**config.mk**
```make
export PLATFORM = sky130hd
export DESIGN_NAME = cc_offload_top
export DESIGN_NICKNAME = d
export VERILOG_FILES = /design/src/design/cc_pkg.sv /design/src/design/unit_if.sv /design/src/design/spill_reg.sv /design/src/design/mul_unit.sv /design/src/design/div_unit.sv /design/src/design/offload_ctrl.sv /design/src/design/cc_offload_top.sv
export SDC_FILE = /design/constraint.sdc
export NUM_CORES = 2
export LEC_CHECK = 0
export BUFFER_PORTS_ARGS = -buffer_cell sky130_fd_sc_hd__buf_2
export CELL_PAD_IN_SITES_DETAIL_PLACEMENT = 0
export CELL_PAD_IN_SITES_GLOBAL_PLACEMENT = 1
export CORE_AREA = 2 2 350 352
export DETAILED_ROUTE_END_ITERATION = 10
export DIE_AREA = 0 0 352 354
export PLACE_DENSITY = 0.77
export SYNTH_ARGS = -nofsm -noshare
export SYNTH_HDL_FRONTEND = slang
export SYNTH_SLANG_ARGS = --single-unit
export TNS_END_PERCENT = 10
```
**constraint.sdc**
```tcl
create_clock -name clk_i -period 20 [get_ports clk_i]
set_input_delay 0 -clock clk_i [delete_from_list [all_inputs] [get_ports clk_i]]
set_output_delay 0 -clock clk_i [all_outputs]
set_load 0.05 [all_outputs]
```
**src/design/cc_pkg.sv**
```systemverilog
package cc_pkg;

  // Field widths of the offload channel
  localparam int unsigned WordWidth = 32;
  localparam int unsigned IdWidth   = 5;
  localparam int unsigned OpWidth   = 3;

  // Flat request: op_valid, opcode, id, operand a, operand b
  localparam int unsigned ReqWidth  = 1 + OpWidth + IdWidth + 2 * WordWidth;
  // Flat response: result, id, error
  localparam int unsigned RespWidth = WordWidth + IdWidth + 1;

  // Divider iterations, one quotient bit each
  localparam int unsigned DivCycles   = 32;
  localparam int unsigned DivCntWidth = $clog2(DivCycles);

  typedef logic [WordWidth-1:0] word_t;
  typedef logic [IdWidth-1:0]   acc_id_t;

  // Encoded as the RISC-V funct3 of the M extension
  typedef enum logic [OpWidth-1:0] {
    OP_MUL    = 3'd0,
    OP_MULH   = 3'd1,
    OP_MULHSU = 3'd2,
    OP_MULHU  = 3'd3,
    OP_DIV    = 3'd4,
    OP_DIVU   = 3'd5,
    OP_REM    = 3'd6,
    OP_REMU   = 3'd7
  } acc_op_e;

  typedef enum logic [1:0] {
    DIV_IDLE,
    DIV_RUN,
    DIV_DONE
  } div_state_e;

endpackage

```
**src/design/unit_if.sv**
```systemverilog
interface unit_if import cc_pkg::*; ();

  // Request towards the unit
  logic    q_valid;
  logic    q_ready;
  acc_op_e q_op;
  acc_id_t q_id;
  word_t   q_arga;
  word_t   q_argb;

  // Response back to the dispatcher
  logic    p_valid;
  logic    p_ready;
  word_t   p_data;
  acc_id_t p_id;

  modport ctrl (
    output q_valid, q_op, q_id, q_arga, q_argb, p_ready,
    input  q_ready, p_valid, p_data, p_id
  );

  modport unit (
    input  q_valid, q_op, q_id, q_arga, q_argb, p_ready,
    output q_ready, p_valid, p_data, p_id
  );

endinterface

```
**src/design/spill_reg.sv**
```systemverilog
module spill_reg #(
  parameter int unsigned Width  = 32,
  parameter bit          Bypass = 1'b0
) (
  input  logic             clk_i,
  input  logic             rst_i,
  input  logic             valid_i,
  output logic             ready_o,
  input  logic [Width-1:0] data_i,
  output logic             valid_o,
  input  logic             ready_i,
  output logic [Width-1:0] data_o
);

  if (Bypass) begin : g_bypass
    assign valid_o = valid_i;
    assign ready_o = ready_i;
    assign data_o  = data_i;
  end else begin : g_cut
    logic             main_full_q, spill_full_q;
    logic [Width-1:0] main_data_q, spill_data_q;
    logic             in_fire, main_free;

    // Input stalls only once both slots hold a beat
    assign ready_o   = !spill_full_q;
    assign in_fire   = valid_i && !spill_full_q;
    assign main_free = !main_full_q || ready_i;

    assign valid_o = main_full_q;
    assign data_o  = main_data_q;

    always_ff @(posedge clk_i) begin
      if (rst_i) begin
        main_full_q  <= 1'b0;
        spill_full_q <= 1'b0;
      end else if (main_free) begin
        // Older spilled beat moves up first
        main_full_q  <= spill_full_q || in_fire;
        spill_full_q <= 1'b0;
      end else if (in_fire) begin
        spill_full_q <= 1'b1;
      end
    end

    always_ff @(posedge clk_i) begin
      if (main_free) begin
        main_data_q <= spill_full_q ? spill_data_q : data_i;
      end else if (in_fire) begin
        spill_data_q <= data_i;
      end
    end
  end

endmodule

```
**src/design/mul_unit.sv**
```systemverilog
module mul_unit import cc_pkg::*; (
  input  logic clk_i,
  input  logic rst_i,
  unit_if.unit acc
);

  logic                          advance;
  logic                          a_signed, b_signed;
  logic                          s1_valid_q, s2_valid_q;
  logic                          s1_hi_q, s2_hi_q;
  acc_id_t                       s1_id_q, s2_id_q;
  logic signed [WordWidth:0]     s1_a_q, s1_b_q;
  logic signed [2*WordWidth+1:0] prod;
  logic [2*WordWidth-1:0]        s2_prod_q;

  // Whole pipe moves together, held while the result waits
  assign advance     = !s2_valid_q || acc.p_ready;
  assign acc.q_ready = advance;

  // MUL gives the same low word under any signedness
  assign a_signed = (acc.q_op == OP_MULH) || (acc.q_op == OP_MULHSU);
  assign b_signed = (acc.q_op == OP_MULH);

  assign prod = s1_a_q * s1_b_q;

  always_ff @(posedge clk_i) begin
    if (rst_i) begin
      s1_valid_q <= 1'b0;
      s2_valid_q <= 1'b0;
    end else if (advance) begin
      s1_valid_q <= acc.q_valid;
      s2_valid_q <= s1_valid_q;
    end
  end

  always_ff @(posedge clk_i) begin
    if (advance) begin
      // Stage one, operands widened by one bit
      s1_a_q  <= {a_signed && acc.q_arga[WordWidth-1], acc.q_arga};
      s1_b_q  <= {b_signed && acc.q_argb[WordWidth-1], acc.q_argb};
      s1_hi_q <= (acc.q_op != OP_MUL);
      s1_id_q <= acc.q_id;
      // Stage two, full product
      s2_prod_q <= prod[2*WordWidth-1:0];
      s2_hi_q   <= s1_hi_q;
      s2_id_q   <= s1_id_q;
    end
  end

  assign acc.p_valid = s2_valid_q;
  assign acc.p_id    = s2_id_q;
  assign acc.p_data  = s2_hi_q ? s2_prod_q[2*WordWidth-1:WordWidth] : s2_prod_q[WordWidth-1:0];

endmodule

```
**src/design/div_unit.sv**
```systemverilog
module div_unit import cc_pkg::*; (
  input  logic clk_i,
  input  logic rst_i,
  unit_if.unit acc
);

  div_state_e             state_q;
  logic [DivCntWidth-1:0] cnt_q;
  word_t                  quo_q, rem_q, dvs_q;
  acc_id_t                id_q;
  logic                   rem_sel_q, neg_quo_q, neg_rem_q;
  logic                   accept, is_signed, a_neg, b_neg;
  logic [WordWidth:0]     rem_shift, diff;
  logic                   fits;
  word_t                  quo_out, rem_out;

  assign acc.q_ready = (state_q == DIV_IDLE);
  assign accept      = acc.q_valid && (state_q == DIV_IDLE);

  assign is_signed = (acc.q_op == OP_DIV) || (acc.q_op == OP_REM);
  assign a_neg     = is_signed && acc.q_arga[WordWidth-1];
  assign b_neg     = is_signed && acc.q_argb[WordWidth-1];

  // ---------------------------------------------------------------------------
  // Control
  // ---------------------------------------------------------------------------
  always_ff @(posedge clk_i) begin
    if (rst_i) begin
      state_q <= DIV_IDLE;
      cnt_q   <= '0;
    end else begin
      unique case (state_q)
        DIV_IDLE: begin
          if (acc.q_valid) begin
            state_q <= DIV_RUN;
            cnt_q   <= '0;
          end
        end
        DIV_RUN: begin
          cnt_q <= cnt_q + 1'b1;
          if (cnt_q == DivCntWidth'(DivCycles - 1)) begin
            state_q <= DIV_DONE;
          end
        end
        DIV_DONE: begin
          if (acc.p_ready) begin
            state_q <= DIV_IDLE;
          end
        end
        default: state_q <= DIV_IDLE;
      endcase
    end
  end

  // ---------------------------------------------------------------------------
  // Restoring datapath on magnitudes
  // ---------------------------------------------------------------------------
  // Dividend shifts out of quo_q while quotient bits shift in
  assign rem_shift = {rem_q, quo_q[WordWidth-1]};
  assign diff      = rem_shift - {1'b0, dvs_q};
  assign fits      = (rem_shift >= {1'b0, dvs_q});

  always_ff @(posedge clk_i) begin
    if (accept) begin
      quo_q     <= a_neg ? -acc.q_arga : acc.q_arga;
      dvs_q     <= b_neg ? -acc.q_argb : acc.q_argb;
      rem_q     <= '0;
      id_q      <= acc.q_id;
      rem_sel_q <= (acc.q_op == OP_REM) || (acc.q_op == OP_REMU);
      // Zero divisor keeps the all-ones quotient unsigned
      neg_quo_q <= (a_neg ^ b_neg) && (acc.q_argb != '0);
      neg_rem_q <= a_neg;
    end else if (state_q == DIV_RUN) begin
      quo_q <= {quo_q[WordWidth-2:0], fits};
      rem_q <= fits ? diff[WordWidth-1:0] : rem_shift[WordWidth-1:0];
    end
  end

  // Signs restored on the way out, overflow falls out naturally
  assign quo_out = neg_quo_q ? -quo_q : quo_q;
  assign rem_out = neg_rem_q ? -rem_q : rem_q;

  assign acc.p_valid = (state_q == DIV_DONE);
  assign acc.p_id    = id_q;
  assign acc.p_data  = rem_sel_q ? rem_out : quo_out;

endmodule

```
**src/design/offload_ctrl.sv**
```systemverilog
module offload_ctrl import cc_pkg::*; (
  input  logic    clk_i,
  input  logic    rst_i,
  // Incoming request
  input  logic    in_valid_i,
  output logic    in_ready_o,
  input  logic    in_op_valid_i,
  input  acc_op_e in_op_i,
  input  acc_id_t in_id_i,
  input  word_t   in_arga_i,
  input  word_t   in_argb_i,
  // Merged response
  output logic    out_valid_o,
  input  logic    out_ready_i,
  output word_t   out_data_o,
  output acc_id_t out_id_o,
  output logic    out_error_o,
  // Functional units
  unit_if.ctrl    mul,
  unit_if.ctrl    div
);

  logic       is_div;
  logic       err_valid_q, err_ready, err_push, err_pop;
  acc_id_t    err_id_q;
  logic [2:0] req_vec, gnt, gnt_q;
  logic       hold_q;

  // ---------------------------------------------------------------------------
  // Dispatch
  // ---------------------------------------------------------------------------
  assign is_div = in_op_i inside {OP_DIV, OP_DIVU, OP_REM, OP_REMU};

  assign mul.q_valid = in_valid_i && in_op_valid_i && !is_div;
  assign mul.q_op    = in_op_i;
  assign mul.q_id    = in_id_i;
  assign mul.q_arga  = in_arga_i;
  assign mul.q_argb  = in_argb_i;

  assign div.q_valid = in_valid_i && in_op_valid_i && is_div;
  assign div.q_op    = in_op_i;
  assign div.q_id    = in_id_i;
  assign div.q_arga  = in_arga_i;
  assign div.q_argb  = in_argb_i;

  assign err_ready = !err_valid_q || err_pop;
  assign err_push  = in_valid_i && !in_op_valid_i && err_ready;

  always_comb begin
    if (!in_op_valid_i) begin
      in_ready_o = err_ready;
    end else if (is_div) begin
      in_ready_o = div.q_ready;
    end else begin
      in_ready_o = mul.q_ready;
    end
  end

  // Illegal ops answered from a single entry
  always_ff @(posedge clk_i) begin
    if (rst_i) begin
      err_valid_q <= 1'b0;
    end else if (err_push) begin
      err_valid_q <= 1'b1;
    end else if (err_pop) begin
      err_valid_q <= 1'b0;
    end
  end

  always_ff @(posedge clk_i) begin
    if (err_push) begin
      err_id_q <= in_id_i;
    end
  end

  // ---------------------------------------------------------------------------
  // Response arbitration: divider, then error entry, then multiplier
  // ---------------------------------------------------------------------------
  assign req_vec = {mul.p_valid, err_valid_q, div.p_valid};

  // Grant stays locked while a stalled response waits
  always_comb begin
    gnt = '0;
    if (hold_q) begin
      gnt = gnt_q;
    end else if (req_vec[0]) begin
      gnt[0] = 1'b1;
    end else if (req_vec[1]) begin
      gnt[1] = 1'b1;
    end else if (req_vec[2]) begin
      gnt[2] = 1'b1;
    end
  end

  always_ff @(posedge clk_i) begin
    if (rst_i) begin
      hold_q <= 1'b0;
      gnt_q  <= '0;
    end else begin
      hold_q <= out_valid_o && !out_ready_i;
      gnt_q  <= gnt;
    end
  end

  assign out_valid_o = |gnt;
  assign out_error_o = gnt[1];
  assign div.p_ready = gnt[0] && out_ready_i;
  assign err_pop     = gnt[1] && out_ready_i;
  assign mul.p_ready = gnt[2] && out_ready_i;

  always_comb begin
    out_data_o = '0;
    out_id_o   = '0;
    if (gnt[0]) begin
      out_data_o = div.p_data;
      out_id_o   = div.p_id;
    end else if (gnt[1]) begin
      out_id_o = err_id_q;
    end else if (gnt[2]) begin
      out_data_o = mul.p_data;
      out_id_o   = mul.p_id;
    end
  end

endmodule

```
**src/design/cc_offload_top.sv**
```systemverilog
module cc_offload_top import cc_pkg::*; #(
  parameter bit RegisterReq  = 1'b1,
  parameter bit RegisterResp = 1'b1
) (
  input  logic    clk_i,
  input  logic    rst_i,
  // Offload request
  input  logic    req_valid_i,
  output logic    req_ready_o,
  input  logic    req_op_valid_i,
  input  acc_op_e req_op_i,
  input  acc_id_t req_id_i,
  input  word_t   req_arga_i,
  input  word_t   req_argb_i,
  // Offload response
  output logic    resp_valid_o,
  input  logic    resp_ready_i,
  output word_t   resp_data_o,
  output acc_id_t resp_id_o,
  output logic    resp_error_o
);

  logic [ReqWidth-1:0]  req_d, req_q;
  logic                 req_q_valid, req_q_ready;
  logic [RespWidth-1:0] resp_d, resp_q;
  logic                 resp_d_valid, resp_d_ready;

  // Request fields behind the cut
  logic                 q_op_valid;
  logic [OpWidth-1:0]   q_op_raw;
  acc_id_t              q_id;
  word_t                q_arga, q_argb;

  // Merged response ahead of the cut
  word_t                p_data;
  acc_id_t              p_id;
  logic                 p_error;

  unit_if mul_if ();
  unit_if div_if ();

  assign req_d = {req_op_valid_i, req_op_i, req_id_i, req_arga_i, req_argb_i};
  assign {q_op_valid, q_op_raw, q_id, q_arga, q_argb} = req_q;

  // ---------------------------------------------------------------------------
  // Request cut
  // ---------------------------------------------------------------------------
  spill_reg #(
    .Width  ( ReqWidth     ),
    .Bypass ( !RegisterReq )
  ) i_spill_req (
    .clk_i   ( clk_i       ),
    .rst_i   ( rst_i       ),
    .valid_i ( req_valid_i ),
    .ready_o ( req_ready_o ),
    .data_i  ( req_d       ),
    .valid_o ( req_q_valid ),
    .ready_i ( req_q_ready ),
    .data_o  ( req_q       )
  );

  offload_ctrl i_offload_ctrl (
    .clk_i         ( clk_i              ),
    .rst_i         ( rst_i              ),
    .in_valid_i    ( req_q_valid        ),
    .in_ready_o    ( req_q_ready        ),
    .in_op_valid_i ( q_op_valid         ),
    .in_op_i       ( acc_op_e'(q_op_raw) ),
    .in_id_i       ( q_id               ),
    .in_arga_i     ( q_arga             ),
    .in_argb_i     ( q_argb             ),
    .out_valid_o   ( resp_d_valid       ),
    .out_ready_i   ( resp_d_ready       ),
    .out_data_o    ( p_data             ),
    .out_id_o      ( p_id               ),
    .out_error_o   ( p_error            ),
    .mul           ( mul_if             ),
    .div           ( div_if             )
  );

  mul_unit i_mul_unit (
    .clk_i ( clk_i  ),
    .rst_i ( rst_i  ),
    .acc   ( mul_if )
  );

  div_unit i_div_unit (
    .clk_i ( clk_i  ),
    .rst_i ( rst_i  ),
    .acc   ( div_if )
  );

  // ---------------------------------------------------------------------------
  // Response cut
  // ---------------------------------------------------------------------------
  assign resp_d = {p_data, p_id, p_error};

  spill_reg #(
    .Width  ( RespWidth     ),
    .Bypass ( !RegisterResp )
  ) i_spill_resp (
    .clk_i   ( clk_i        ),
    .rst_i   ( rst_i        ),
    .valid_i ( resp_d_valid ),
    .ready_o ( resp_d_ready ),
    .data_i  ( resp_d       ),
    .valid_o ( resp_valid_o ),
    .ready_i ( resp_ready_i ),
    .data_o  ( resp_q       )
  );

  assign {resp_data_o, resp_id_o, resp_error_o} = resp_q;

endmodule

```
==> flow_metrics.tcl <==
set metrics [dict create \
    hp-class "primary input to flip-flop" \
    path_class "flip-flop to flip-flop" \
    drive_gt1_frac 0.0730 \
    cts_tree "yes" \
    yosys_warnings 0 \
    fin_skew_ns 0.0231 \
    wl_per_cell_um 21.2 \
    antenna_found_initial 7 \
    crit_buf_inv 8 \
    yosys.area_share.adder 0.428 \
    muxShareOfSynthArea 0.0302 \
    die_h_um 354 \
    status "finished clean" \
    nets 7249 \
    required_ns 20.34 \
    synth_top_family_by_area "adder cells" \
    synth_fp_nets 7187 \
    fin_crit_sh 0.426 \
    critPathMaxStageDelay_ns 0.67 \
    cp_top_family "adder cells" \
    drc 0 \
    hp-start "req_arga_i[19]" \
    reg2reg_depth 28 \
    num_io_pins 117 \
    min_path_cells 2 \
    gp_congestion 0.908 \
    synth_compound_area_frac 0.0571 \
    track_usage 0.261 \
    synthFlopType "edfxtp_1" \
    placed_area_um2 62400 \
    start_kind "flip-flop" \
    placed_cells_incl_taps 7290 \
    rr_endpoint "i_mul_unit.s2_prod_q[61]" \
    path_max_fanout 32 \
    hpwl_um 121000 \
    h-tree-depth 2 \
    synthSimpleGateAreaFrac 0.130 \
    tightestPinTransition_ns 1.06 \
    fmax_mhz 117 \
    setup_viol 0 \
    fin_crit_ns 8.52 \
    r2r_start "i_mul_unit.s1_a_q[32]" \
    die_w_um 352 \
    async_reset_ff_frac 0 \
    rrSetupSlack_ns 11.48 \
    synth_area_per_cell_um2 10.5 \
    synth_seq_cells 491 \
    drtIter0Drc 2924 \
    drt-pass1-iter-count 5 \
    rsz0062_at_grt "false" \
    netlist_top_cells_count "fa_1 (1126), inv_1 (1100), nand2_1 (713)" \
    drv_slew 0 \
    initial_core_util 0.497 \
    synthCells 5734 \
    synth_most_common_cell "fa_1" \
    insertion_delay_ns 0.61 \
    cts-root-buf "clkbuf_16" \
    synth-xor-area-share 0.0322 \
    grt_pass1_wl_um 250000 \
    yosys.area.top_type "fa_1" \
    post-route-util 0.535 \
    clkSinkCount 491 \
    area_delta_synth_final_pct 7.80 \
    overflow 0 \
    seq_area_frac_synth 0.237 \
    avgViaCountPerCell 5.40 \
    ys_types 76 \
    clockBufferDepth 3 \
    hold_path_end "i_spill_req.g_cut.spill_data_q[51]" \
    antenna_left 0 \
    post_cts_buffers 0 \
    placementRows 128 \
    max_slew_margin 0.294 \
    core_area_um2 121000 \
    synth_area_um2 60000 \
    grt_max_degree 146 \
    cp_slowest_cell "fa_1" \
    drt_wl_total_um 158000 \
    cpMostUsedCell "fa_1" \
    vias 40300 \
    synth_edf_count 441 \
    maxCapViolCount 0 \
    final_area_um2 64700 \
    yosysTopAreaCellShare 0.375 \
    cp-end-kind "flip-flop" \
    dieArea_um2 125000 \
    crit_arrival_ns 8.86 \
    fin_tns_setup_ns 0 \
    numPortBuffers 116 \
    clk_pin_slew_ns 0.06 \
    grt_pass1_vias 42300 \
    cts_buffers 52 \
    synth.area.top_cells "fa_1 (38%), edfxtp_1 (22%), inv_1 (6.9%)" \
    hold_viol_final 0 \
    stdcell_count 7465 \
]
==> cell type report <==
| type | count | area (um2) |
|---|---|---|
| clock inverter | 28 | 229 |
| clock buffer | 67 | 1360 |
| fill | 10700 | 56200 |
| multi-input combinational | 3866 | 40700 |
| antenna | 3 | 7.51 |
| tap | 1625 | 2030 |
| timing repair buffer | 283 | 2040 |
| sequential | 491 | 14200 |
| inverter | 1102 | 4140 |
==> how the worst max path moves through the flow <==
| stage | slack (ns) | startpoint | to | depth (start not counted) |
|---|---|---|---|---|
| finish | 11.48 | i_mul_unit.s1_a_q[32] | i_mul_unit.s2_prod_q[61] | 28 |
| global route | 10.96 | i_mul_unit.s1_b_q[6] | i_mul_unit.s2_prod_q[58] | 23 |
| CTS | 11.55 | i_mul_unit.s1_a_q[32] | i_mul_unit.s2_prod_q[61] | 28 |
| detailed placement | 11.56 | i_mul_unit.s1_b_q[6] | i_mul_unit.s2_prod_q[63] | 23 |
| global placement | 11.63 | i_mul_unit.s1_b_q[6] | i_mul_unit.s2_prod_q[63] | 22 |
| floorplan | 3.57 | i_offload_ctrl.hold_q | i_spill_req.g_cut.spill_data_q[0] | 8 |
==> cell families (layout without fill, tap and decap cells) <==
family	Yosys count	in the layout
other	0	3
muxes	167	167
xor gates and xnor gates	221	221
and+or+nand+nor	1560	1560
DFF	491	491
AOI/OAI and AO/OA	542	542
buffers and inverters	1377	1480
adders and majority gates	1376	1376
==> flip-flops by register name (all words and copies together), names as in the netlist, 32 cells and up <==
name,cells
i_mul_unit.s2_prod_q,64
i_div_unit.dvs_q,32
i_mul_unit.s1_b_q,33
i_spill_resp.g_cut.spill_data_q,38
i_mul_unit.s1_a_q,33
i_spill_req.g_cut.spill_data_q,73
i_div_unit.quo_q,32
i_spill_req.data_o,73
i_spill_resp.data_o,38
i_div_unit.rem_q,32
==> worst register-to-register path: cells and delay by family, from the launching register on <==
kind / cells / cell delay [ns]
compound gates: 9 / 2.24
xor+xnor: 1 / 0.17
fa+ha+maj: 9 / 4.53
buf+inv: 8 / 0.78
flops: 1 / 0.37
simple gates: 1 / 0.20
==> per-layer routing <==
metal  share of wire  vias to the layer above  wire (um)  global-route usage
li1                -                    17900          -                   -
met1            0.44                    20900      68700               0.371
met2            0.47                     1236      74100               0.419
met3           0.070                      218      11000              0.0451
met4           0.025                        4       3980              0.0618
met5         0.00016                        -         26                   0
==> stage by stage <==
step	worst slack (ns)	hold slack, ns
5_1_grt	10.96	0.104
3_5_place_dp	11.56	0.192
4_1_cts	11.55	0.0827
6_report	11.48	0.112
2_1_floorplan	3.57	0.0989
3_3_place_gp	11.63	0.193
==> timing repair <==
action,CTS,global route
hold buffers,77,0
hold endpoints to repair,175,0
gates resized for setup,0,0
==> cells in the final DEF (no fill, tap or decap), drive strengths merged, types with 50 or more instances in the layout <==
cell type / netlist / routed
fa: 1126 / 1126
inv: 1100 / 1104
nand2: 713 / 713
and2: 525 / 525
edfxtp: 441 / 441
ha: 250 / 250
buf: 18 / 206
o21ai: 162 / 162
a21oi: 138 / 138
xnor2: 126 / 126
mux2: 113 / 113
xor2: 95 / 95
nor2: 94 / 94
dlygate4sd3: 0 / 77
clkbuf: 257 / 67
mux2i: 54 / 54
o31ai: 52 / 52
dfxtp: 50 / 50
Power is left out: the tool's default activity adds up to more than one toggle a clock period on the data nets, which glitch-free logic cannot reach.
